==> config.mk <==
export PLATFORM = sky130hd
export DESIGN_NAME = instr_fetch
export DESIGN_NICKNAME = d
export VERILOG_FILES = /design/src/mips_pkg.sv /design/src/instr_fetch.sv
export VERILOG_INCLUDE_DIRS = /design/src
export SDC_FILE = /design/constraint.sdc
export NUM_CORES = 2
export LEC_CHECK = 0
export BUFFER_PORTS_ARGS = -buffer_cell sky130_fd_sc_hd__buf_2
export CAP_MARGIN = 20
export CORE_MARGIN = 2
export CORE_UTILIZATION = 45
export DETAILED_ROUTE_END_ITERATION = 10
export SLEW_MARGIN = 20
export SYNTH_ARGS = -nofsm -noshare
export SYNTH_HDL_FRONTEND = slang
export SYNTH_SLANG_ARGS = --single-unit
==> constraint.sdc <==
create_clock -name SYS_clk -period 3.52 [get_ports SYS_clk]
set_clock_uncertainty 0.15 [all_clocks]
set_input_delay 0.176 -clock SYS_clk [delete_from_list [all_inputs] [get_ports SYS_clk]]
set_output_delay 0.176 -clock SYS_clk [all_outputs]
set_load 0.005 [all_outputs]
==> src/mips_params.svh <==
////////////////////////////////////////////////////////////
// MIPS pipeline constants: widths, memory depths and the
// opcode and funct encodings of the supported instructions
////////////////////////////////////////////////////////////
`ifndef MIPS_PARAMS_SVH
`define MIPS_PARAMS_SVH

`define MIPS_WORD_W       32
`define MIPS_REG_ADDR_W   5

`define MIPS_IMEM_DEPTH   64
`define MIPS_IMEM_ADDR_W  6
`define MIPS_DMEM_DEPTH   64
`define MIPS_DMEM_ADDR_W  6

// opcodes
`define MIPS_OP_RTYPE     6'h00
`define MIPS_OP_ADDI      6'h08
`define MIPS_OP_LW        6'h23
`define MIPS_OP_SW        6'h2B

// R-type funct field
`define MIPS_FN_ADD       6'h20
`define MIPS_FN_SUB       6'h22
`define MIPS_FN_AND       6'h24
`define MIPS_FN_OR        6'h25
`define MIPS_FN_SLT       6'h2A

`endif

==> src/mips_pkg.sv <==
////////////////////////////////////////////////////////////
// MIPS pipeline types for the instruction word views and
// the ALU operations
////////////////////////////////////////////////////////////
`default_nettype none

`include "mips_params.svh"

package mips_pkg;

    typedef struct packed {
        logic [5:0]                  opcode;
        logic [`MIPS_REG_ADDR_W-1:0] rs;
        logic [`MIPS_REG_ADDR_W-1:0] rt;
        logic [`MIPS_REG_ADDR_W-1:0] rd;
        logic [4:0]                  shamt;
        logic [5:0]                  funct;
    } r_fields_t;

    typedef struct packed {
        logic [5:0]                  opcode;
        logic [`MIPS_REG_ADDR_W-1:0] rs;
        logic [`MIPS_REG_ADDR_W-1:0] rt;
        logic [15:0]                 imm;
    } i_fields_t;

    // one word read as R or I view by opcode
    typedef union packed {
        r_fields_t r;
        i_fields_t i;
    } instr_t;

    typedef enum logic [2:0] {
        ALU_ADD,
        ALU_SUB,
        ALU_AND,
        ALU_OR,
        ALU_SLT,
        ALU_NONE    // no result, nothing retires
    } alu_op_t;

endpackage

`default_nettype wire

==> src/instr_fetch.sv <==
////////////////////////////////////////////////////////////
// Fetch: program counter, instruction memory and its
// load port used while the core is held in reset
////////////////////////////////////////////////////////////
`timescale 1ns/1ps
`default_nettype none

`include "mips_params.svh"

module instr_fetch (
    input  wire                           SYS_clk,
    input  wire                           SYS_reset,
    input  wire                           stall,
    input  wire                           imem_load_en,
    input  wire [`MIPS_IMEM_ADDR_W-1:0]   imem_load_addr,
    input  wire [`MIPS_WORD_W-1:0]        imem_load_data,
    output mips_pkg::instr_t              fetch_instr
);
    localparam int PC_W = `MIPS_IMEM_ADDR_W + 2;     // byte address

    logic [`MIPS_WORD_W-1:0] imem [`MIPS_IMEM_DEPTH];
    logic [PC_W-1:0]         pc;

    always_ff @(posedge SYS_clk)
    begin
        if (SYS_reset)
            pc <= '0;
        else if (!stall)
            pc <= pc + PC_W'(4);                     // next word
    end

    always_ff @(posedge SYS_clk)
    begin
        if (SYS_reset && imem_load_en)
            imem[imem_load_addr] <= imem_load_data;  // program load
    end

    assign fetch_instr = imem[pc[PC_W-1:2]];         // decode register samples this

    // program may only be loaded while the core is held
    a_load_in_reset: assert property (@(posedge SYS_clk) imem_load_en |-> SYS_reset);

endmodule

`default_nettype wire

==> results.tsv <==
metric	value	unit
aggregate routed wire length	214000	µm
num rows	153	
Max Fclk	0.2714	GHz
buffers added on ports	73	
Final min period	3.684	ns
htree depth	4	
clk sink count	2060	
Max Transition Viols Final	0	
run status	finished with violations	
via/cell ratio	6.042	
vias in the first global route	38840	
die area	0.1776	mm²
Placed Area	0.08401	mm²
CTS clk-pin slew, worst paths	0.06	ns
YS warnings	0	
Final Net Count	4018	
post-placement cell count	5916	
cell with the most instances after synthesis	edfxtp_1	
Lkg Pwr	0.02929	µW
post-synthesis register bit count	2060	
largest net degree at the start of global routing	65	
slowest CP cell	nor4_4	
post-layout util	54.66	%
Seq/Total Area, Yosys	78.75	%
Max Cap Viol	0	
Cell variety after synth	52	
WHS Endpoint	imem[30][29]$_DFFE_PP_	
CTS buffer count	203	
fraction of the cycle the final worst path needs	104.7	%
Mapped Avg Cell Area	22.75	µm²
Setup TNS	-1.208	ns
worst-margin pin slew	1.052	ns
crit path kind	reg2out	
Core ar.	0.1734	mm²
share of Yosys cell area claimed by the top area cell type	78.44	%
Power per Cell Area	547.8	mW/mm²
# setup viols final	19	
Final Hold Fails	0	
top cells by area, synth	edfxtp_1 78%, mux4_2 14%, mux2i_1 1.3%, o22ai_1 1.1%, mux2_2 0.59%	
GRT overflow	0	
crit start category	flop	
Initial Util	45.20	%
I/O Pins	74	
TritonCTS clock tree	done	
syn nets	3489	
RSZ-0062 raised after global routing	true	
Synth top cells by count	2,048 x edfxtp_1, 482 x mux4_2, 136 x o22ai_1, 98 x mux2i_1, 98 x nor2_1	
Setup crit end kind	primary output	
HP Start	imem_load_addr[0]	
Hold Path Class	in2reg	
met1 track demand over resource	32.60	%
routability cong.	0.7897	
initial DRC count	4575	
leading area contributor after synthesis	edfxtp_1	
gr usage total	23.79	%
worst reg2reg path depth	5	
wire length per cell	33.06	µm
failing checks	setup timing	
CP max FO	11	
design area	0.09479	mm²
post-DP HPWL	116700	µm
Max Root-Sink Buffers	3	
ys async rst share	0	%
Required @ worst endpoint	3.19	ns
Critical Path AT	3.36	ns
largest stage delay on the critical path	0.64	ns
Syn-to-layout area delta	20.91	%
Finished Layout Cells	6472	
worst vdd ir	369.8	µV
Fin Hold WS	0.04718	ns
Top FF cell, synth	edfxtp_1	
grt peak-use layer	met2	
number of synthesized flops with an enable pin	2048	
drt pass-1 iters	5	
routed vias	39100	
Mapped Cells	3446	
DRC	0	
cell chain of the critical path	buf_12 > buf_16 > buf_4 > mux4_2 > o22ai_2 > nor4_4 > a2bb2oi_2 > buf_2	
Reg-to-Reg Start	pc[2]$_SDFFE_PP0N_	
Rel. slew slack	29.86	%
fraction of final layout cells sized beyond drive strength 1	37.42	%
final worst slack	-0.1645	ns
WHS Path Cells	5	
worst-skew pair later-pin latency	0.83	ns
Cell Area, Synth	0.07840	mm²
number of antenna violations at the first check in global routing	20	
grt met2 use	38.08	%
root buf cell	clkbuf_16	
r2r setup slk	2.08	ns
die width	421.4	µm
first-pass GRT wire length	296800	µm
met3 GRT Util	4.942	%
Final ANT Viol Nets	0	
Die H	421.4	µm
-- per-layer routing --
layer	wire length, µm	part of all wire, %
met2	104900	49
met5	34	0.016
met1	84670	40
met4	7304	3.4
met3	17090	8.0
-- cells in the final DEF (no fill, tap or decap), drive strengths merged, types with 8 or more instances in the layout --
| cell | n |
|---|---|
| mux4 | 482 |
| dfxtp | 12 |
| bufbuf | 9 |
| a211oi | 9 |
| dlygate4sd3 | 38 |
| buf | 456 |
| nor2b | 9 |
| bufinv | 15 |
| o211ai | 12 |
| edfxtp | 2048 |
| o22a | 12 |
| o221ai | 19 |
| clkbuf | 267 |
| nor4 | 24 |
| nand2 | 67 |
| o22ai | 136 |
| a21oi | 21 |
| nor2 | 98 |
| mux2 | 41 |
| o21ai | 42 |
| clkinv | 90 |
| and2 | 8 |
| mux2i | 98 |
| a2bb2oi | 11 |
| nand3 | 9 |
| nor3 | 22 |
| nand2b | 18 |
-- worst max-delay path, delay by kind of cell (launching register included) --
family | cells | cell delay, ns
DFF | 1 | 0.38
buffers and inverters | 4 | 0.67
muxes | 1 | 0.33
and+or+nand+nor | 1 | 0.64
AOI/OAI and AO/OA | 2 | 0.47
-- logic make-up after synthesis --
group,synth area share [%]
DFF,78.75
muxes,15.69
AOI/OAI and AO/OA,2.507
and+or+nand+nor,1.655
buffers and inverters,1.334
xor gates and xnor gates,0.05587
adders and majority gates,0.01596
-- worst max path at each step --
stage          depth (start not counted)                    end               from
4_1_cts                                7         fetch_instr[6]               flop
5_1_grt                                8        fetch_instr[22]               flop
2_1_floorplan                          4  imem[10][0]$_DFFE_PP_  imem_load_addr[3]
6_report                               8        fetch_instr[15]               flop
3_5_place_dp                           8        fetch_instr[27]               flop
3_3_place_gp                           8        fetch_instr[27]               flop
-- sequential cells by signal, summed over array words and instances, names as in the netlist, named ones only --
register,flops
imem,2048
pc,6
-- power by group --
part / total (µW) / internal [µW] / switching (µW)
Clock: 21000 / 11900 / 9120
Sequential: 27100 / 27100 / 30.8
Combinational: 3840 / 1890 / 1940
-- area by class of cell --
type                    instances  area, µm²
multi-input cells            1196      17570
inverters                       1      3.754
repair buffers                513       6135
flip-flops and latches       2060      61760
clock inverters               113       1028
well taps                    2325       2909
diodes                          7      17.52
clock buffers                 257       5368
fillers                     12960      78650
-- metrics by stage --
stage | power, µW | setup slack (ns)
floorplan | 29290 | 0.5734
global placement | 30550 | -0.06313
detailed placement | 30580 | -0.04328
CTS | 52030 | -0.1314
global route | 53300 | -0.1543
finish | 51920 | -0.1645
-- what timing repair did --
item | in CTS | in global routing
hold endpoints to repair | 1145 | 128
buffers inserted | 67 | 52
pin swaps | 30 | 56
hold buffers | 36 | 2
cloned | 27 | 10
resized for setup | 274 | 127
setup endpoints to repair | 32 | 32
Note: power is estimated with default switching activity, not from simulation.
