`src/mips_params.svh`:
```
////////////////////////////////////////////////////////////
// MIPS pipeline constants: widths, memory depths and the
// opcode and funct encodings of the supported instructions
////////////////////////////////////////////////////////////
`ifndef MIPS_PARAMS_SVH
`define MIPS_PARAMS_SVH

`define MIPS_WORD_W       32
`define MIPS_REG_ADDR_W   5

`define MIPS_IMEM_DEPTH   64
`define MIPS_IMEM_ADDR_W  6
`define MIPS_DMEM_DEPTH   64
`define MIPS_DMEM_ADDR_W  6

// opcodes
`define MIPS_OP_RTYPE     6'h00
`define MIPS_OP_ADDI      6'h08
`define MIPS_OP_LW        6'h23
`define MIPS_OP_SW        6'h2B

// R-type funct field
`define MIPS_FN_ADD       6'h20
`define MIPS_FN_SUB       6'h22
`define MIPS_FN_AND       6'h24
`define MIPS_FN_OR        6'h25
`define MIPS_FN_SLT       6'h2A

`endif

```
`src/mips_pkg.sv`:
```
////////////////////////////////////////////////////////////
// MIPS pipeline types for the instruction word views and
// the ALU operations
////////////////////////////////////////////////////////////
`default_nettype none

`include "mips_params.svh"

package mips_pkg;

    typedef struct packed {
        logic [5:0]                  opcode;
        logic [`MIPS_REG_ADDR_W-1:0] rs;
        logic [`MIPS_REG_ADDR_W-1:0] rt;
        logic [`MIPS_REG_ADDR_W-1:0] rd;
        logic [4:0]                  shamt;
        logic [5:0]                  funct;
    } r_fields_t;

    typedef struct packed {
        logic [5:0]                  opcode;
        logic [`MIPS_REG_ADDR_W-1:0] rs;
        logic [`MIPS_REG_ADDR_W-1:0] rt;
        logic [15:0]                 imm;
    } i_fields_t;

    // one word read as R or I view by opcode
    typedef union packed {
        r_fields_t r;
        i_fields_t i;
    } instr_t;

    typedef enum logic [2:0] {
        ALU_ADD,
        ALU_SUB,
        ALU_AND,
        ALU_OR,
        ALU_SLT,
        ALU_NONE    // no result, nothing retires
    } alu_op_t;

endpackage

`default_nettype wire

```
`src/hazard_unit.sv`:
```
////////////////////////////////////////////////////////////
// Hazard detection: stall on execute or load distance,
// forward select from the memory stage into decode
////////////////////////////////////////////////////////////
`timescale 1ns/1ps
`default_nettype none

`include "mips_params.svh"

module hazard_unit (
    input  wire mips_pkg::instr_t           dec_instr,
    input  wire [`MIPS_REG_ADDR_W-1:0]      ex_dest,
    input  wire [`MIPS_REG_ADDR_W-1:0]      mem_dest,
    input  wire                             ex_reg_write,
    input  wire                             mem_reg_write,
    input  wire                             mem_mem_read,
    output logic                            stall,
    output logic                            fwd_rs,
    output logic                            fwd_rt
);
    logic [5:0] opcode;
    logic       reads_rs;
    logic       reads_rt;
    logic       ex_rs_hit;
    logic       ex_rt_hit;
    logic       mem_rs_hit;
    logic       mem_rt_hit;

    function automatic logic hit(input logic                        wr,
                                 input logic [`MIPS_REG_ADDR_W-1:0] dest,
                                 input logic [`MIPS_REG_ADDR_W-1:0] src);
        return wr && (dest != '0) && (dest == src);
    endfunction

    assign opcode   = dec_instr.r.opcode;
    assign reads_rs = opcode inside {`MIPS_OP_RTYPE, `MIPS_OP_ADDI, `MIPS_OP_LW, `MIPS_OP_SW};
    assign reads_rt = opcode inside {`MIPS_OP_RTYPE, `MIPS_OP_SW};   // sw stores rt

    assign ex_rs_hit  = reads_rs && hit(ex_reg_write, ex_dest, dec_instr.r.rs);
    assign ex_rt_hit  = reads_rt && hit(ex_reg_write, ex_dest, dec_instr.r.rt);
    assign mem_rs_hit = reads_rs && hit(mem_reg_write, mem_dest, dec_instr.r.rs);
    assign mem_rt_hit = reads_rt && hit(mem_reg_write, mem_dest, dec_instr.r.rt);

    // load data is not ready until write-back
    assign stall = ex_rs_hit || ex_rt_hit || (mem_mem_read && (mem_rs_hit || mem_rt_hit));

    assign fwd_rs = mem_rs_hit && !mem_mem_read;     // ALU result only
    assign fwd_rt = mem_rt_hit && !mem_mem_read;

endmodule

`default_nettype wire

```
`config.mk`:
```
export PLATFORM = sky130hd
export DESIGN_NAME = hazard_unit
export DESIGN_NICKNAME = d
export VERILOG_FILES = /design/src/mips_pkg.sv /design/src/hazard_unit.sv
export VERILOG_INCLUDE_DIRS = /design/src
export SDC_FILE = /design/constraint.sdc
export NUM_CORES = 1
export LEC_CHECK = 0
export BUFFER_PORTS_ARGS = -buffer_cell sky130_fd_sc_hd__clkbuf_2
export CAP_MARGIN = 20
export CELL_PAD_IN_SITES_DETAIL_PLACEMENT = 0
export CELL_PAD_IN_SITES_GLOBAL_PLACEMENT = 1
export CORE_AREA = 2 2 45 47
export DETAILED_ROUTE_END_ITERATION = 16
export DIE_AREA = 0 0 47 49
export GPL_ROUTABILITY_DRIVEN = 0
export PLACE_DENSITY = 0.93
export SYNTH_ARGS = -nofsm -noshare
export SYNTH_HDL_FRONTEND = slang
export SYNTH_SLANG_ARGS = --single-unit
```
`constraint.sdc`:
```
create_clock -name vclk -period 2.77
set_input_delay 0.554 -clock vclk [all_inputs]
set_output_delay 0.554 -clock vclk [all_outputs]
set_load 0.01 [all_outputs]
```
==> results of run 1 <==
## per-stage QoR
stage	utilization	hold WS (ns)	power, uW	std cells
5_1_grt	0.280	1.40	71.7	103
6_report	0.280	1.38	65.7	103
3_5_place_dp	0.280	1.38	65.6	103
3_3_place_gp	0.280	1.38	63.9	103
4_1_cts	0.280	1.38	66.0	103
2_1_floorplan	-	1.16	28.8	44
## how the worst max path moves through the flow
stage                     slack, ns  depth (start not counted)          start  endpoint
final                          0.40                          7  dec_instr[27]     stall
after global routing           0.28                          6  dec_instr[27]    fwd_rt
after CTS                      0.39                          6  dec_instr[27]    fwd_rt
after detailed placement       0.40                          6  dec_instr[27]    fwd_rt
after global placement         0.42                          6    mem_dest[1]     stall
after floorplan                0.67                          4    mem_dest[1]     stall
## kinds of logic after synthesis
logic type             Yosys count  share of synthesized area
AND/OR/NAND/NOR                 17                      0.296
AO/OA/AOI/OAI                    6                      0.148
buffers and inverters            1                     0.0117
XOR/XNOR                        20                      0.545
## power by group through the flow
stage	Clock (uW)	Combinational [uW]	Sequential [uW]
after global placement	0	63.9	0
after global routing	0	71.7	0
after floorplan	0	28.8	0
final	0	65.7	0
after detailed placement	0	65.6	0
after CTS	0	66.0	0
## per-layer routing
layer	up-vias	global-route usage
li1	230	-
met1	179	0.124
met2	23	0.153
met3	0	0.00741
met4	0	0
met5	-	0
## layout by cell type (no fill, tap or decap)
cell type  Yosys  final
nand2_1        1      1
o2111ai_1      1      1
nor4_1         1      1
o21ai_0        1      1
xor2_1        12     12
nand4_1        4      4
clkbuf_2       0     32
nor2_1         1      1
o31ai_1        1      1
o211ai_2       1      1
or4_1          2      2
or2_2          1      1
nand3_1        2      2
a31o_1         1      1
a21oi_1        1      1
xnor2_1        8      8
nor3_1         5      5
inv_2          1      1
## layout make-up
class / count / area, um^2 / share of cell area
multi-input combinational: 43 / 318 / 0.617
inverter: 1 / 3.75 / 0.00728
timing repair buffer: 32 / 160 / 0.311
tap: 27 / 33.8 / 0.0655
## cells in the mapped netlist, drive strengths merged
library cell / instances
a31o: 1
nand3: 2
nand4: 4
or4: 2
o21ai: 1
a21oi: 1
nor3: 5
o31ai: 1
xor2: 12
or2: 1
o2111ai: 1
nor2: 1
inv: 1
o211ai: 1
nand2: 1
nor4: 1
xnor2: 8
==> flow_summary.toml, run 1 <==
[run_status]
outcome = "finished, final reports clean"

[timing]
fin_crit_sh = 0.854
maxSlewHeadroom = 0.778
tightest_slew_ns = 0.330
fin_ws_ns = 0.404
tns_ns = 0
rsz0062_at_grt = "no"
slew_violations = 0
fmax_mhz = 423
finalHoldViolations = 0
finalSetupViolCount = 0
min_period_ns = 2.37

[critical_path]
max_stage_delay_ns = 0.31
critPathSlowestCell = "o31ai_1"
path_cells = "clkbuf_2, or2_2, o31ai_1, nand4_1, a21oi_1, a31o_1, clkbuf_2"
critPathTopFamily = "compound AO/OA/AOI/OAI gates"
crit_type = "input port to output pin"
cp_max_fo = 3
required_ns = 2.22
cp.buffers_inverters = 2
cpMostUsedCell = "clkbuf_2"
cp.arrival_ns = 1.81
worstSetupStartpointType = "input port"
end_kind = "output pin"

[logic_synthesis]
syn_nets = 89
synth_area_leaders = "xor2_1, xnor2_1, nand4_1, nor3_1, or4_1"
ys_warn_count = 0
synth_area_um2 = 322
synthDistinctLibCells = 17
synth_cells = 44
synth.top_cell.area_share = 0.327
yosysSeqAreaShare = 0
yosys.area.top_type = "xor2_1"
syn_area_per_cell_um2 = 7.31

[power]
p_sw_frac = 0.492
ir_drop_v = 0.0000486
p_int_uw = 33.4
p_comb_frac = 1.000
p_per_area_nw_per_um2 = 128
p_sw_uw = 32.4
power.share.clock = 0
p_leak_uw = 0.000240
pwr-share-seq = 0

[die]
die-area_um2 = 2300
core_region_area_um2 = 1840
rows = 16
io_pins = 48
die_w_um = 47
die_y_um = 49
start_util = 0.175

[clocking]
cts-hold-fix-buffers = 0
cts_resized = 0
postCtsSetupRepairBufs = 0

[finish]
final_nets = 123
drive_gt1_frac = 0.461
antenna_cells = 0
register_area_um2 = 0
seq_cells = 0
final_cell_area_um2 = 515
fill_cells = 231
area_growth_pct = 60.3
n_clock_buffer = 0

[placed_design]
dp_hpwl_um = 989
placed_area_um2 = 515
port_buffers = 32
pre_cts_slack_ns = 0.396

[global_routing]
grt_pass1_vias = 432
track_usage = 0.0887
grt_max_degree = 5
antenna_found_initial = 0
grt_overflow_total = 0
grt_pass1_wl_um = 1650

[routing]
routed_via_density = 4.19
met1Wirelength_um = 490
drtIter0Drc = 2
wl_met2_um = 449
drt-pass1-iter-count = 3
drcViolationCount = 0
top_layer = "met3"
routed_wl_um = 1060
dr_wl_met3_um = 123
antenna_left = 0
num_vias = 432
wire_per_inst_um = 10.3

[min_path]
hold_start = "mem_mem_read"
min_delay_worst_endpoint = "fwd_rt"
hp-class = "input port to output pin"
min_path_cells = 3

[job]
cap_viol_max_count = 0
No activity file was read; power rests on OpenSTA's default activity.
==> inputs of run 2 (changes only) <==
Settings changed: CORE_AREA 2 2 45 47 to 2 2 49 42, DIE_AREA 0 0 47 49 to 0 0 51 44, PLACE_DENSITY 0.93 to 0.95.
==> run 2 against run 1 <==
Non-clock buffer count unchanged. Final area down 0.73%. Via count rose by 0.93%. Utilization rose by 0.94 points. Combinational power down 0.6%. Routed wire length is 2.3% lower. Cell count shrank 2.9%. First-iteration DRC count rose by 100%. Clock-buffer cell count unchanged. Critical path depth is the same. Fmax shrank 0.47%.
==> flow_summary.toml, run 2 (synthesis results as in run 1) <==
[power]
p_comb_frac = 1.000
pwr-share-seq = 0
p_leak_uw = 0.000240
ir_drop_v = 0.0000494
p_sw_frac = 0.489
p_int_uw = 33.4
p_per_area_nw_per_um2 = 128
p_sw_uw = 31.9
power.share.clock = 0

[critical_path]
required_ns = 2.22
end_kind = "output pin"
crit_type = "input port to output pin"
cp_max_fo = 3
worstSetupStartpointType = "input port"
cp.arrival_ns = 1.82

[routing]
drt-pass1-iter-count = 4
routed_via_density = 4.36
routed_wl_um = 1040
drtIter0Drc = 4
wire_per_inst_um = 10.4
antenna_left = 0
num_vias = 436
drcViolationCount = 0

[die]
io_pins = 48
core_region_area_um2 = 1770
rows = 14
start_util = 0.182
die-area_um2 = 2240
die_w_um = 51
die_y_um = 44

[timing]
finalHoldViolations = 0
tightest_slew_ns = 0.327
slew_violations = 0
maxSlewHeadroom = 0.780
fmax_mhz = 421
fin_crit_sh = 0.858
min_period_ns = 2.38
rsz0062_at_grt = "no"
tns_ns = 0
finalSetupViolCount = 0

[min_path]
hp-class = "input port to output pin"

[global_routing]
grt_max_degree = 5
grt_overflow_total = 0
antenna_found_initial = 0
grt_pass1_wl_um = 1720
grt_pass1_vias = 435
track_usage = 0.0944

[finish]
n_clock_buffer = 0
final_cell_area_um2 = 512
drive_gt1_frac = 0.461
antenna_cells = 0
final_nets = 123
area_growth_pct = 59.1
register_area_um2 = 0
seq_cells = 0
mostFrequentLayoutCell = "clkbuf_2"
post-route-util = 0.289
layout_common_cells = "clkbuf_2, xor2_1, xnor2_1"

[clocking]
cts_resized = 0
postCtsSetupRepairBufs = 0
cts-hold-fix-buffers = 0

[placed_design]
port_buffers = 32
placed_area_um2 = 512
dp_hpwl_um = 995

[job]
cap_viol_max_count = 0

[run_status]
outcome = "finished, final reports clean"
[run 2: cell counts in the layout (fill, tap and decap cells not counted)]
No cell type changed its count.
[run 2: power groups by stage]
stage | Sequential (uW) | Clock [uW] | Combinational (uW)
after global placement | 0 | 0 | 63.8
after detailed placement | 0 | 0 | 65.6
after global routing | 0 | 0 | 72.9
after floorplan | 0 | 0 | 28.8
after CTS | 0 | 0 | 65.9
final | 0 | 0 | 65.3
[run 2: metal layers]
metal,wire length (um),GRT usage,share of wire,vias up
met5,0,0,0,-
met3,107,0.0103,0.10,0
met2,449,0.158,0.43,22
met4,0,0,0,0
met1,482,0.138,0.46,186
li1,-,-,-,228
[run 2: final timing paths]
kind,startpoint,depth (start not counted),to
worst max-delay path,dec_instr[27],7,stall
worst min-delay path,mem_mem_read,3,fwd_rt
[run 2: worst max-delay path: stages]
cell and delay [ns]:
clkbuf_2 0.10, or2_2 0.30, o31ai_1 0.30, nand4_1 0.13, a21oi_1 0.20, a31o_1 0.12, clkbuf_2 0.12
[run 2: cell type report]
cell class         instances  area (um^2)
repair buffers            32          160
fillers                  201         1260
well taps                 24         30.0
multi-input cells         43          318
inverters                  1         3.75
[run 2: metrics by stage]
stage | setup slack, ns | hold WS, ns | std cells | power, uW
6_report | 0.393 | 1.38 | 100 | 65.3
3_3_place_gp | 0.416 | 1.38 | 100 | 63.8
4_1_cts | 0.399 | 1.39 | 100 | 65.9
2_1_floorplan | 0.670 | 1.16 | 44 | 28.8
5_1_grt | 0.217 | 1.40 | 100 | 72.9
3_5_place_dp | 0.409 | 1.39 | 100 | 65.6
