<file path="src/mips_params.svh">
////////////////////////////////////////////////////////////
// MIPS pipeline constants: widths, memory depths and the
// opcode and funct encodings of the supported instructions
////////////////////////////////////////////////////////////
`ifndef MIPS_PARAMS_SVH
`define MIPS_PARAMS_SVH

`define MIPS_WORD_W       32
`define MIPS_REG_ADDR_W   5

`define MIPS_IMEM_DEPTH   64
`define MIPS_IMEM_ADDR_W  6
`define MIPS_DMEM_DEPTH   64
`define MIPS_DMEM_ADDR_W  6

// opcodes
`define MIPS_OP_RTYPE     6'h00
`define MIPS_OP_ADDI      6'h08
`define MIPS_OP_LW        6'h23
`define MIPS_OP_SW        6'h2B

// R-type funct field
`define MIPS_FN_ADD       6'h20
`define MIPS_FN_SUB       6'h22
`define MIPS_FN_AND       6'h24
`define MIPS_FN_OR        6'h25
`define MIPS_FN_SLT       6'h2A

`endif

</file>
<file path="src/mips_pkg.sv">
////////////////////////////////////////////////////////////
// MIPS pipeline types for the instruction word views and
// the ALU operations
////////////////////////////////////////////////////////////
`default_nettype none

`include "mips_params.svh"

package mips_pkg;

    typedef struct packed {
        logic [5:0]                  opcode;
        logic [`MIPS_REG_ADDR_W-1:0] rs;
        logic [`MIPS_REG_ADDR_W-1:0] rt;
        logic [`MIPS_REG_ADDR_W-1:0] rd;
        logic [4:0]                  shamt;
        logic [5:0]                  funct;
    } r_fields_t;

    typedef struct packed {
        logic [5:0]                  opcode;
        logic [`MIPS_REG_ADDR_W-1:0] rs;
        logic [`MIPS_REG_ADDR_W-1:0] rt;
        logic [15:0]                 imm;
    } i_fields_t;

    // one word read as R or I view by opcode
    typedef union packed {
        r_fields_t r;
        i_fields_t i;
    } instr_t;

    typedef enum logic [2:0] {
        ALU_ADD,
        ALU_SUB,
        ALU_AND,
        ALU_OR,
        ALU_SLT,
        ALU_NONE    // no result, nothing retires
    } alu_op_t;

endpackage

`default_nettype wire

</file>
<file path="src/execute_stage.sv">
////////////////////////////////////////////////////////////
// Execute: pipeline register with bubble insert on stall,
// operand select and the ALU
////////////////////////////////////////////////////////////
`timescale 1ns/1ps
`default_nettype none

`include "mips_params.svh"

module execute_stage (
    input  wire                             SYS_clk,
    input  wire                             SYS_reset,
    input  wire                             stall,
    input  wire mips_pkg::instr_t           dec_instr,
    input  wire [`MIPS_WORD_W-1:0]          dec_rs_val,
    input  wire [`MIPS_WORD_W-1:0]          dec_rt_val,
    input  wire [`MIPS_WORD_W-1:0]          dec_imm,
    input  wire [`MIPS_REG_ADDR_W-1:0]      dec_dest,
    input  wire mips_pkg::alu_op_t          dec_alu_op,
    input  wire                             dec_use_imm,
    input  wire                             dec_reg_write,
    input  wire                             dec_mem_read,
    input  wire                             dec_mem_write,
    output mips_pkg::instr_t                ex_instr,
    output logic [`MIPS_REG_ADDR_W-1:0]     ex_dest,
    output logic                            ex_reg_write,
    output logic                            ex_mem_read,
    output logic                            ex_mem_write,
    output logic [`MIPS_WORD_W-1:0]         ex_result,
    output logic [`MIPS_WORD_W-1:0]         ex_store_data
);
    import mips_pkg::*;

    alu_op_t                 ex_alu_op;
    logic                    ex_use_imm;
    logic [`MIPS_WORD_W-1:0] ex_rs_val;
    logic [`MIPS_WORD_W-1:0] ex_rt_val;
    logic [`MIPS_WORD_W-1:0] ex_imm;
    logic [`MIPS_WORD_W-1:0] alu_b;

    always_ff @(posedge SYS_clk)
    begin
        if (SYS_reset || stall)
        begin
            ex_instr     <= '0;                      // bubble
            ex_dest      <= '0;
            ex_alu_op    <= ALU_NONE;
            ex_use_imm   <= 1'b0;
            ex_reg_write <= 1'b0;
            ex_mem_read  <= 1'b0;
            ex_mem_write <= 1'b0;
        end
        else
        begin
            ex_instr     <= dec_instr;
            ex_dest      <= dec_dest;
            ex_alu_op    <= dec_alu_op;
            ex_use_imm   <= dec_use_imm;
            ex_reg_write <= dec_reg_write;
            ex_mem_read  <= dec_mem_read;
            ex_mem_write <= dec_mem_write;
        end
    end

    always_ff @(posedge SYS_clk)
    begin
        ex_rs_val <= dec_rs_val;
        ex_rt_val <= dec_rt_val;
        ex_imm    <= dec_imm;
    end

    assign alu_b         = ex_use_imm ? ex_imm : ex_rt_val;
    assign ex_store_data = ex_rt_val;                // sw data

    always_comb
    begin
        case (ex_alu_op)
            ALU_ADD: ex_result = ex_rs_val + alu_b;  // wraps
            ALU_SUB: ex_result = ex_rs_val - alu_b;
            ALU_AND: ex_result = ex_rs_val & alu_b;
            ALU_OR:  ex_result = ex_rs_val | alu_b;
            ALU_SLT: ex_result = {{(`MIPS_WORD_W-1){1'b0}}, $signed(ex_rs_val) < $signed(alu_b)};
            default: ex_result = '0;
        endcase
    end

endmodule

`default_nettype wire

</file>
<file path="config.mk">
export PLATFORM = sky130hd
export DESIGN_NAME = execute_stage
export DESIGN_NICKNAME = d
export VERILOG_FILES = /design/src/mips_pkg.sv /design/src/execute_stage.sv
export VERILOG_INCLUDE_DIRS = /design/src
export SDC_FILE = /design/constraint.sdc
export NUM_CORES = 1
export LEC_CHECK = 0
export ABC_AREA = 1
export ABC_CLOCK_PERIOD_IN_PS = 4170
export BUFFER_PORTS_ARGS = -buffer_cell sky130_fd_sc_hd__clkbuf_2
export CORE_MARGIN = 2
export CORE_UTILIZATION = 30
export CTS_CLUSTER_SIZE = 25
export DETAILED_ROUTE_END_ITERATION = 16
export PLACE_DENSITY = 0.62
export SYNTH_ARGS = -nofsm -noshare
export SYNTH_HDL_FRONTEND = slang
export SYNTH_SLANG_ARGS = --single-unit
</file>
<file path="constraint.sdc">
create_clock -name SYS_clk -period 4.17 [get_ports SYS_clk]
set_clock_uncertainty 0.15 [all_clocks]
set_input_delay 0.6255 -clock SYS_clk [delete_from_list [all_inputs] [get_ports SYS_clk]]
set_output_delay 0.6255 -clock SYS_clk [all_outputs]
set_load 0.05 [all_outputs]
</file>
==> results of run 1 <==
## worst max-delay path, cell delays in order, from the launching register on
cell and delay (ns):
dfxtp_4 0.39, clkbuf_16 0.21, o21ai_0 0.32, ha_1 0.34, buf_4 0.17, nand2_1 0.10, inv_1 0.07, nand2_1 0.10
nor2_1 0.05, nand2_1 0.06, nand3_1 0.19, a21boi_0 0.21, o21ai_0 0.12, nand3_1 0.16, clkbuf_2 0.30
## flip-flops by register name, indices dropped and copies added (netlist names)
signal	cells
ex_reg_write	1
ex_imm	32
ex_store_data	32
ex_mem_read	1
ex_dest	5
ex_rs_val	32
ex_mem_write	1
ex_instr	32
ex_use_imm	1
ex_alu_op	3
## worst min-delay path by stage
stage	slack, ns	end	from
2_1_floorplan	0.50	ex_imm[0]	dec_imm[0]
3_3_place_gp	0.58	ex_store_data[29]	dec_rt_val[29]
3_5_place_dp	0.58	ex_store_data[2]	dec_rt_val[2]
4_1_cts	0.09	ex_imm[7]	dec_imm[7]
5_1_grt	0.11	ex_rs_val[25]	dec_rs_val[25]
6_report	0.12	ex_rs_val[20]	dec_rs_val[20]
## power groups by stage
stage / combinational (mW) / sequential [mW] / clock, mW
2_1_floorplan: 0.732 / 1.57 / 0
3_3_place_gp: 1.23 / 1.47 / 0
3_5_place_dp: 1.23 / 1.47 / 0
4_1_cts: 1.26 / 1.44 / 1.57
5_1_grt: 1.47 / 1.45 / 1.62
6_report: 1.35 / 1.44 / 1.52
## kinds of logic (layout without fill, tap and decap cells)
logic type                 after synthesis  in the layout
adders and majority gates              108            108
buffers and inverters                  347            623
AOI/OAI and AO/OA                      199            199
DFF                                    140            140
and+or+nand+nor                        696            696
## what timing repair did
action / in CTS / in global routing
gates cloned: 0 / 3
resized for setup: 37 / 121
endpoints found under the hold margin: 0 / 0
pin swaps: 1 / 5
setup buffers: 1 / 3
setup endpoints to repair: 24 / 25
## per-layer routing
metal  wire, um  vias up
met4        966        0
met3       2710       55
met2      16100      437
li1           -     5144
met5          0        -
met1      15700     4609
## layout make-up
cell class / instances / area (um2)
clock buffers: 17 / 425
clock inverters: 15 / 163
fillers: 3377 / 19000
inverters: 308 / 1160
multi-input cells: 1003 / 5740
flip-flops and latches: 140 / 2810
well taps: 402 / 503
repair buffers: 283 / 1660
## cell usage in the layout (no fill, tap or decap), types with 8 or more instances in the layout
| cell | count |
|---|---|
| a21oi_1 | 65 |
| nand3_2 | 8 |
| o21bai_1 | 11 |
| a21boi_0 | 12 |
| nor3_1 | 11 |
| ha_2 | 11 |
| clkbuf_16 | 20 |
| buf_4 | 36 |
| nor2_1 | 162 |
| inv_1 | 295 |
| ha_4 | 10 |
| o21ai_2 | 9 |
| nor2_2 | 11 |
| nand2_1 | 350 |
| inv_2 | 12 |
| dfxtp_1 | 139 |
| nand3_1 | 116 |
| clkbuf_2 | 227 |
| nand2_2 | 12 |
| a21oi_2 | 16 |
| ha_1 | 85 |
| nand4_1 | 15 |
| o2111ai_1 | 10 |
| o21ai_0 | 38 |
| o21ai_1 | 27 |
## through the flow
step / instance area, um2 / setup TNS [ns] / instances / setup slack, ns
floorplan: 9540 / 0 / 1490 / 0.255
global placement: 11300 / 0 / 2129 / 0.116
detailed placement: 11300 / 0 / 2129 / 0.0832
CTS: 12000 / -0.00705 / 2162 / -0.00705
global route: 12400 / -0.0501 / 2168 / -0.0186
finish: 12400 / 0 / 2168 / 0.149
==> qor.csv, run 1 <==
metric,value,unit
1st-iter DRT viols,778,
largest area contributor in the netlist,dfxtp_1,
Layout Utilization,39.6,%
Synth Register Bits,140,
Crit Path Max Fanout,20,
Avg WL per Cell,16.4,um
share of the synthesized area in the top cell type,29.4,%
Mapped Area,9540,um2
total CTS buffers,17,
Min-Delay Path Class,in -> reg,
status,finished clean,
Synth top cells by count,"nand2_1, inv_1, nor2_1",
warnings from Yosys,0,
clock share of power,35.2,%
syn_area_per_cell,6.40,um2
max-slew violations,0,
CTS tree,built,
"Top FF cell, synth",dfxtp_1,
Switch Pwr,1.67,mW
Pint,2.64,mW
gr usage total,20.7,%
drt pass-1 iters,7,
"count leader, synth",nand2_1,
Top Ports,247,
final setup vio count,0,
M2 GR Usage,33.6,%
crit end category,primary output,
Peak Freq,249,MHz
Synth cell types,37,
cells after synthesis,1490,
worst setup path start,ex_use_imm,
Logic pwr share,31.3,%
GRT busiest layer,met2,
Starting Density,30.3,%
"Power, Total",4.31,mW
Fin. Hold Viols,0,
routing usage on met1,26.9,%
final wirelength,35.4,mm
share of cells above drive strength 1,23.6,%
worst-case clock buffer depth,2,
Syn Nets,1741,
Hold Buf Count CTS,0,
fraction of the mapped netlist area in adder cells,14.3,%
Tightest Pin Transition,0.722,ns
ys async rst share,0,%
initial antenna violation count,0,
critical path type,reg -> out,
final antenna diode count,0,
worst hold path depth,1,
Max Cap Violations,0,
Area Growth Syn to Fin,30.5,%
met3 Use GR,3.97,%
leading post-synthesis cells by cell area,"dfxtp_1, nand2_1, ha_1, inv_1, nor2_1",
post-route ant nets,0,
worst rel slew slack,51.6,%
post-synthesis mux area share,0,%
Die H,182,um
IO buf count,246,
die area,33200,um2
# clock sinks,140,
Reg power frac,33.4,%
Overflow after GRT,0,
Post-synth EDFFs,0,
clock slew at reported path FFs,0.07,ns
H-tree depth,4,
Via Count,10245,
CP arrival,3.25,ns
CP Capture Point,ex_result[12],
vias in the first global route,10022,
Static Leak,6.89,nW
Die X,182,um
largest family of logic cells by synthesized area,simple AND/OR/NAND/NOR gates,
Root Buffer,clkbuf_16,
post-synthesis compound-gate area fraction,12.0,%
register area share after synthesis,29.4,%
first-pass GRT wire length,52.4,mm
Sw Share,38.8,%
Final HPWL DP,28.4,mm
worst endpoint required time,3.39,ns
Peak VDD IR,0.000298,V
Final min period,4.02,ns
CP startpoint kind,register,
final net count,2004,
Remaining DRCs,0,
Placer Congestion,0.947,
part of the cycle the worst path needs,96.4,%
Min Hold Slack,0.124,ns
largest net degree at the start of global routing,42,
row cnt,65,
pwr dens,346,nW/um2
xor-xnor portion of the synthesized cell area,0,%
simple-gate share of the synthesized area,30.0,%
Vias/cell,4.73,
Core Region,31500,um2
(Power assumes the default switching activity.)
==> run 2: changes to the inputs <==
--- a/config.mk
+++ b/config.mk
@@ -9,7 +9,7 @@
 export ABC_AREA = 1
 export ABC_CLOCK_PERIOD_IN_PS = 4170
 export BUFFER_PORTS_ARGS = -buffer_cell sky130_fd_sc_hd__clkbuf_2
-export CORE_MARGIN = 2
+export CORE_MARGIN = 5
 export CORE_UTILIZATION = 30
 export CTS_CLUSTER_SIZE = 25
 export DETAILED_ROUTE_END_ITERATION = 16
==> run 2 against run 1 <==
Compared with the run above: largest power group unchanged; global-route usage is 1.3 points lower; critical path depth up 1; worst hold slack improved by 0.0080 ns; routed wire length shrank 0.95%; sequential cell count unchanged; via count is 2.1% lower; sequential share of layout area up 0.42 points; maximum frequency rose by 2.0%; first-iteration DRC count down 29%.
==> qor.csv, run 2 (same netlist as run 1, synthesis figures left out) <==
metric,value,unit,change
Peak VDD IR,0.000379,V,+27%
Tightest Pin Transition,0.787,ns,+0.0653 ns
Hold Buf Count CTS,0,,unchanged
largest net degree at the start of global routing,33,,-21%
placed inst area,11300,um2,-0.35%
drt pass-1 iters,8,,+1
CP top delay family,simple AND/OR/NAND/NOR gates,,
vias in the first global route,10068,,+0.46%
"commonest non-fill, non-tap cell in the layout",nand2_1,,
Root Buffer,clkbuf_16,,
Logic pwr share,30.9,%,-0.4 points
Sw Share,37.5,%,-1.3 points
final wirelength,35.1,mm,-0.95%
most frequent cells in the layout,"nand2_1, inv_1, clkbuf_2",,
Via Count,10025,,-2.1%
final net count,1998,,-0.30%
Die H,188,um,+3.3%
Final HPWL DP,29.1,mm,+2.4%
H-tree depth,4,,unchanged
clock share of power,35.2,%,about the same
share of cells above drive strength 1,22.7,%,-0.89 points
CP Capture Point,ex_result[0],,
crit end category,primary output,,
part of the cycle the worst path needs,94.5,%,-1.9 points
Crit Path Max Fanout,7,,-65%
Top Ports,247,,unchanged
worst-case clock buffer depth,2,,unchanged
final antenna diode count,0,,unchanged
IO buf count,246,,unchanged
CTS tree,built,,
Worst path depth,15,,+1
Pint,2.66,mW,+0.68%
crit-path cells,clkbuf_4 > nand2_1 > o21ai_1 > ha_2 > buf_4 > nor2_1 > inv_1 > nor3_1 > nand2_2 > nand2_2 > nand2_1 > nand3_1 > nand3_1 > a21oi_1 > clkbuf_4,,
clock slew at reported path FFs,0.07,ns,about the same
Final min period,3.94,ns,-0.0779 ns
Die X,188,um,+3.3%
post-route ant nets,0,,unchanged
Fin. Hold Viols,0,,unchanged
"slowest stage delay, CP",0.42,ns,+0.03 ns
Vias/cell,4.64,,-1.9%
max-slew violations,0,,unchanged
Overflow after GRT,0,,unchanged
Critical path buffers and inverters,4,,unchanged
initial antenna violation count,0,,unchanged
total CTS buffers,17,,unchanged
Starting Density,30.3,%,unchanged
filler instances,3352,,-0.74%
die area,35500,um2,+6.7%
status,finished clean,,
Avg WL per Cell,16.2,um,-0.68%
CP arrival,3.17,ns,-0.08 ns
final setup vio count,0,,unchanged
critical path type,reg -> out,,
worst endpoint required time,3.39,ns,about the same
Reg power frac,33.9,%,+0.5 points
final instance area,12200,um2,-1.8%
Placer Congestion,0.956,,+0.87%
worst setup path start,ex_use_imm,,
Peak Freq,254,MHz,+2.0%
first-pass GRT wire length,53.8,mm,+2.5%
unrepaired setup endpoints after global routing,yes,,
Core Region,31500,um2,unchanged
1st-iter DRT viols,551,,-29%
Max Cap Violations,0,,unchanged
gr usage total,19.3,%,-1.3 points
CP startpoint kind,register,,
row cnt,65,,unchanged
pwr dens,348,nW/um2,+0.50%
# clock sinks,140,,unchanged
worst rel slew slack,47.5,%,-4.1 points
Min-Delay Path Class,in -> reg,,
Area Growth Syn to Fin,28.1,%,
Layout Utilization,38.8,%,-0.73 points
crit path max-delay cell type,dfxtp_4,,
Static Leak,6.79,nW,-1.4%
Switch Pwr,1.60,mW,-4.6%
Remaining DRCs,0,,unchanged
run 2: worst min path at each step:
stage / startpoint / end / slack [ns] / cells after the start
6_report: dec_rt_val[2] / ex_store_data[2] / 0.13 / 1
3_3_place_gp: dec_rt_val[19] / ex_store_data[19] / 0.58 / 1
4_1_cts: dec_rt_val[9] / ex_store_data[9] / 0.09 / 1
2_1_floorplan: dec_imm[0] / ex_imm[0] / 0.50 / 0
3_5_place_dp: dec_rt_val[2] / ex_store_data[2] / 0.58 / 1
5_1_grt: dec_rs_val[10] / ex_rs_val[10] / 0.10 / 1
run 2: routing by layer:
layer,vias to the layer above,share of wire [%],global-route usage [%]
li1,5117,-,-
met1,4478,45,24.8
met2,378,45,31.9
met3,52,7.3,5.08
met4,0,2.7,5.97
met5,-,0,0
run 2: final cells by class:
type                       instances  area [um2]  area share, %
multi-input combinational       1003        5630           46.1
sequential                       140        2810           23.0
timing repair buffer             277        1550           12.6
inverter                         308        1160           9.46
tap                              402         503           4.12
clock buffer                      18         429           3.51
clock inverter                    14         148           1.21
run 2: power groups by stage:
stage	clock, mW	sequential [mW]	combinational [mW]
after floorplan	0	1.57	0.732
after global placement	0	1.47	1.22
after detailed placement	0	1.47	1.22
after CTS	1.55	1.44	1.24
after global routing	1.62	1.45	1.44
final	1.50	1.44	1.31
run 2: what timing repair did:
item	in CTS	in global routing
setup endpoints to repair	26	25
pin swaps	1	4
setup buffers	2	6
hold endpoints to repair	0	0
resized for setup	33	101
run 2: per-stage QoR:
step	setup TNS (ns)	total power [mW]	worst slack (ns)	hold slack, ns	std cells
2_1_floorplan	0	2.31	0.255	0.503	1490
3_3_place_gp	0	2.69	0.0320	0.578	2122
3_5_place_dp	0	2.70	0.0702	0.579	2122
4_1_cts	0	4.24	0.00253	0.0924	2156
5_1_grt	-0.0999	4.51	-0.0509	0.103	2162
6_report	0	4.25	0.227	0.132	2162
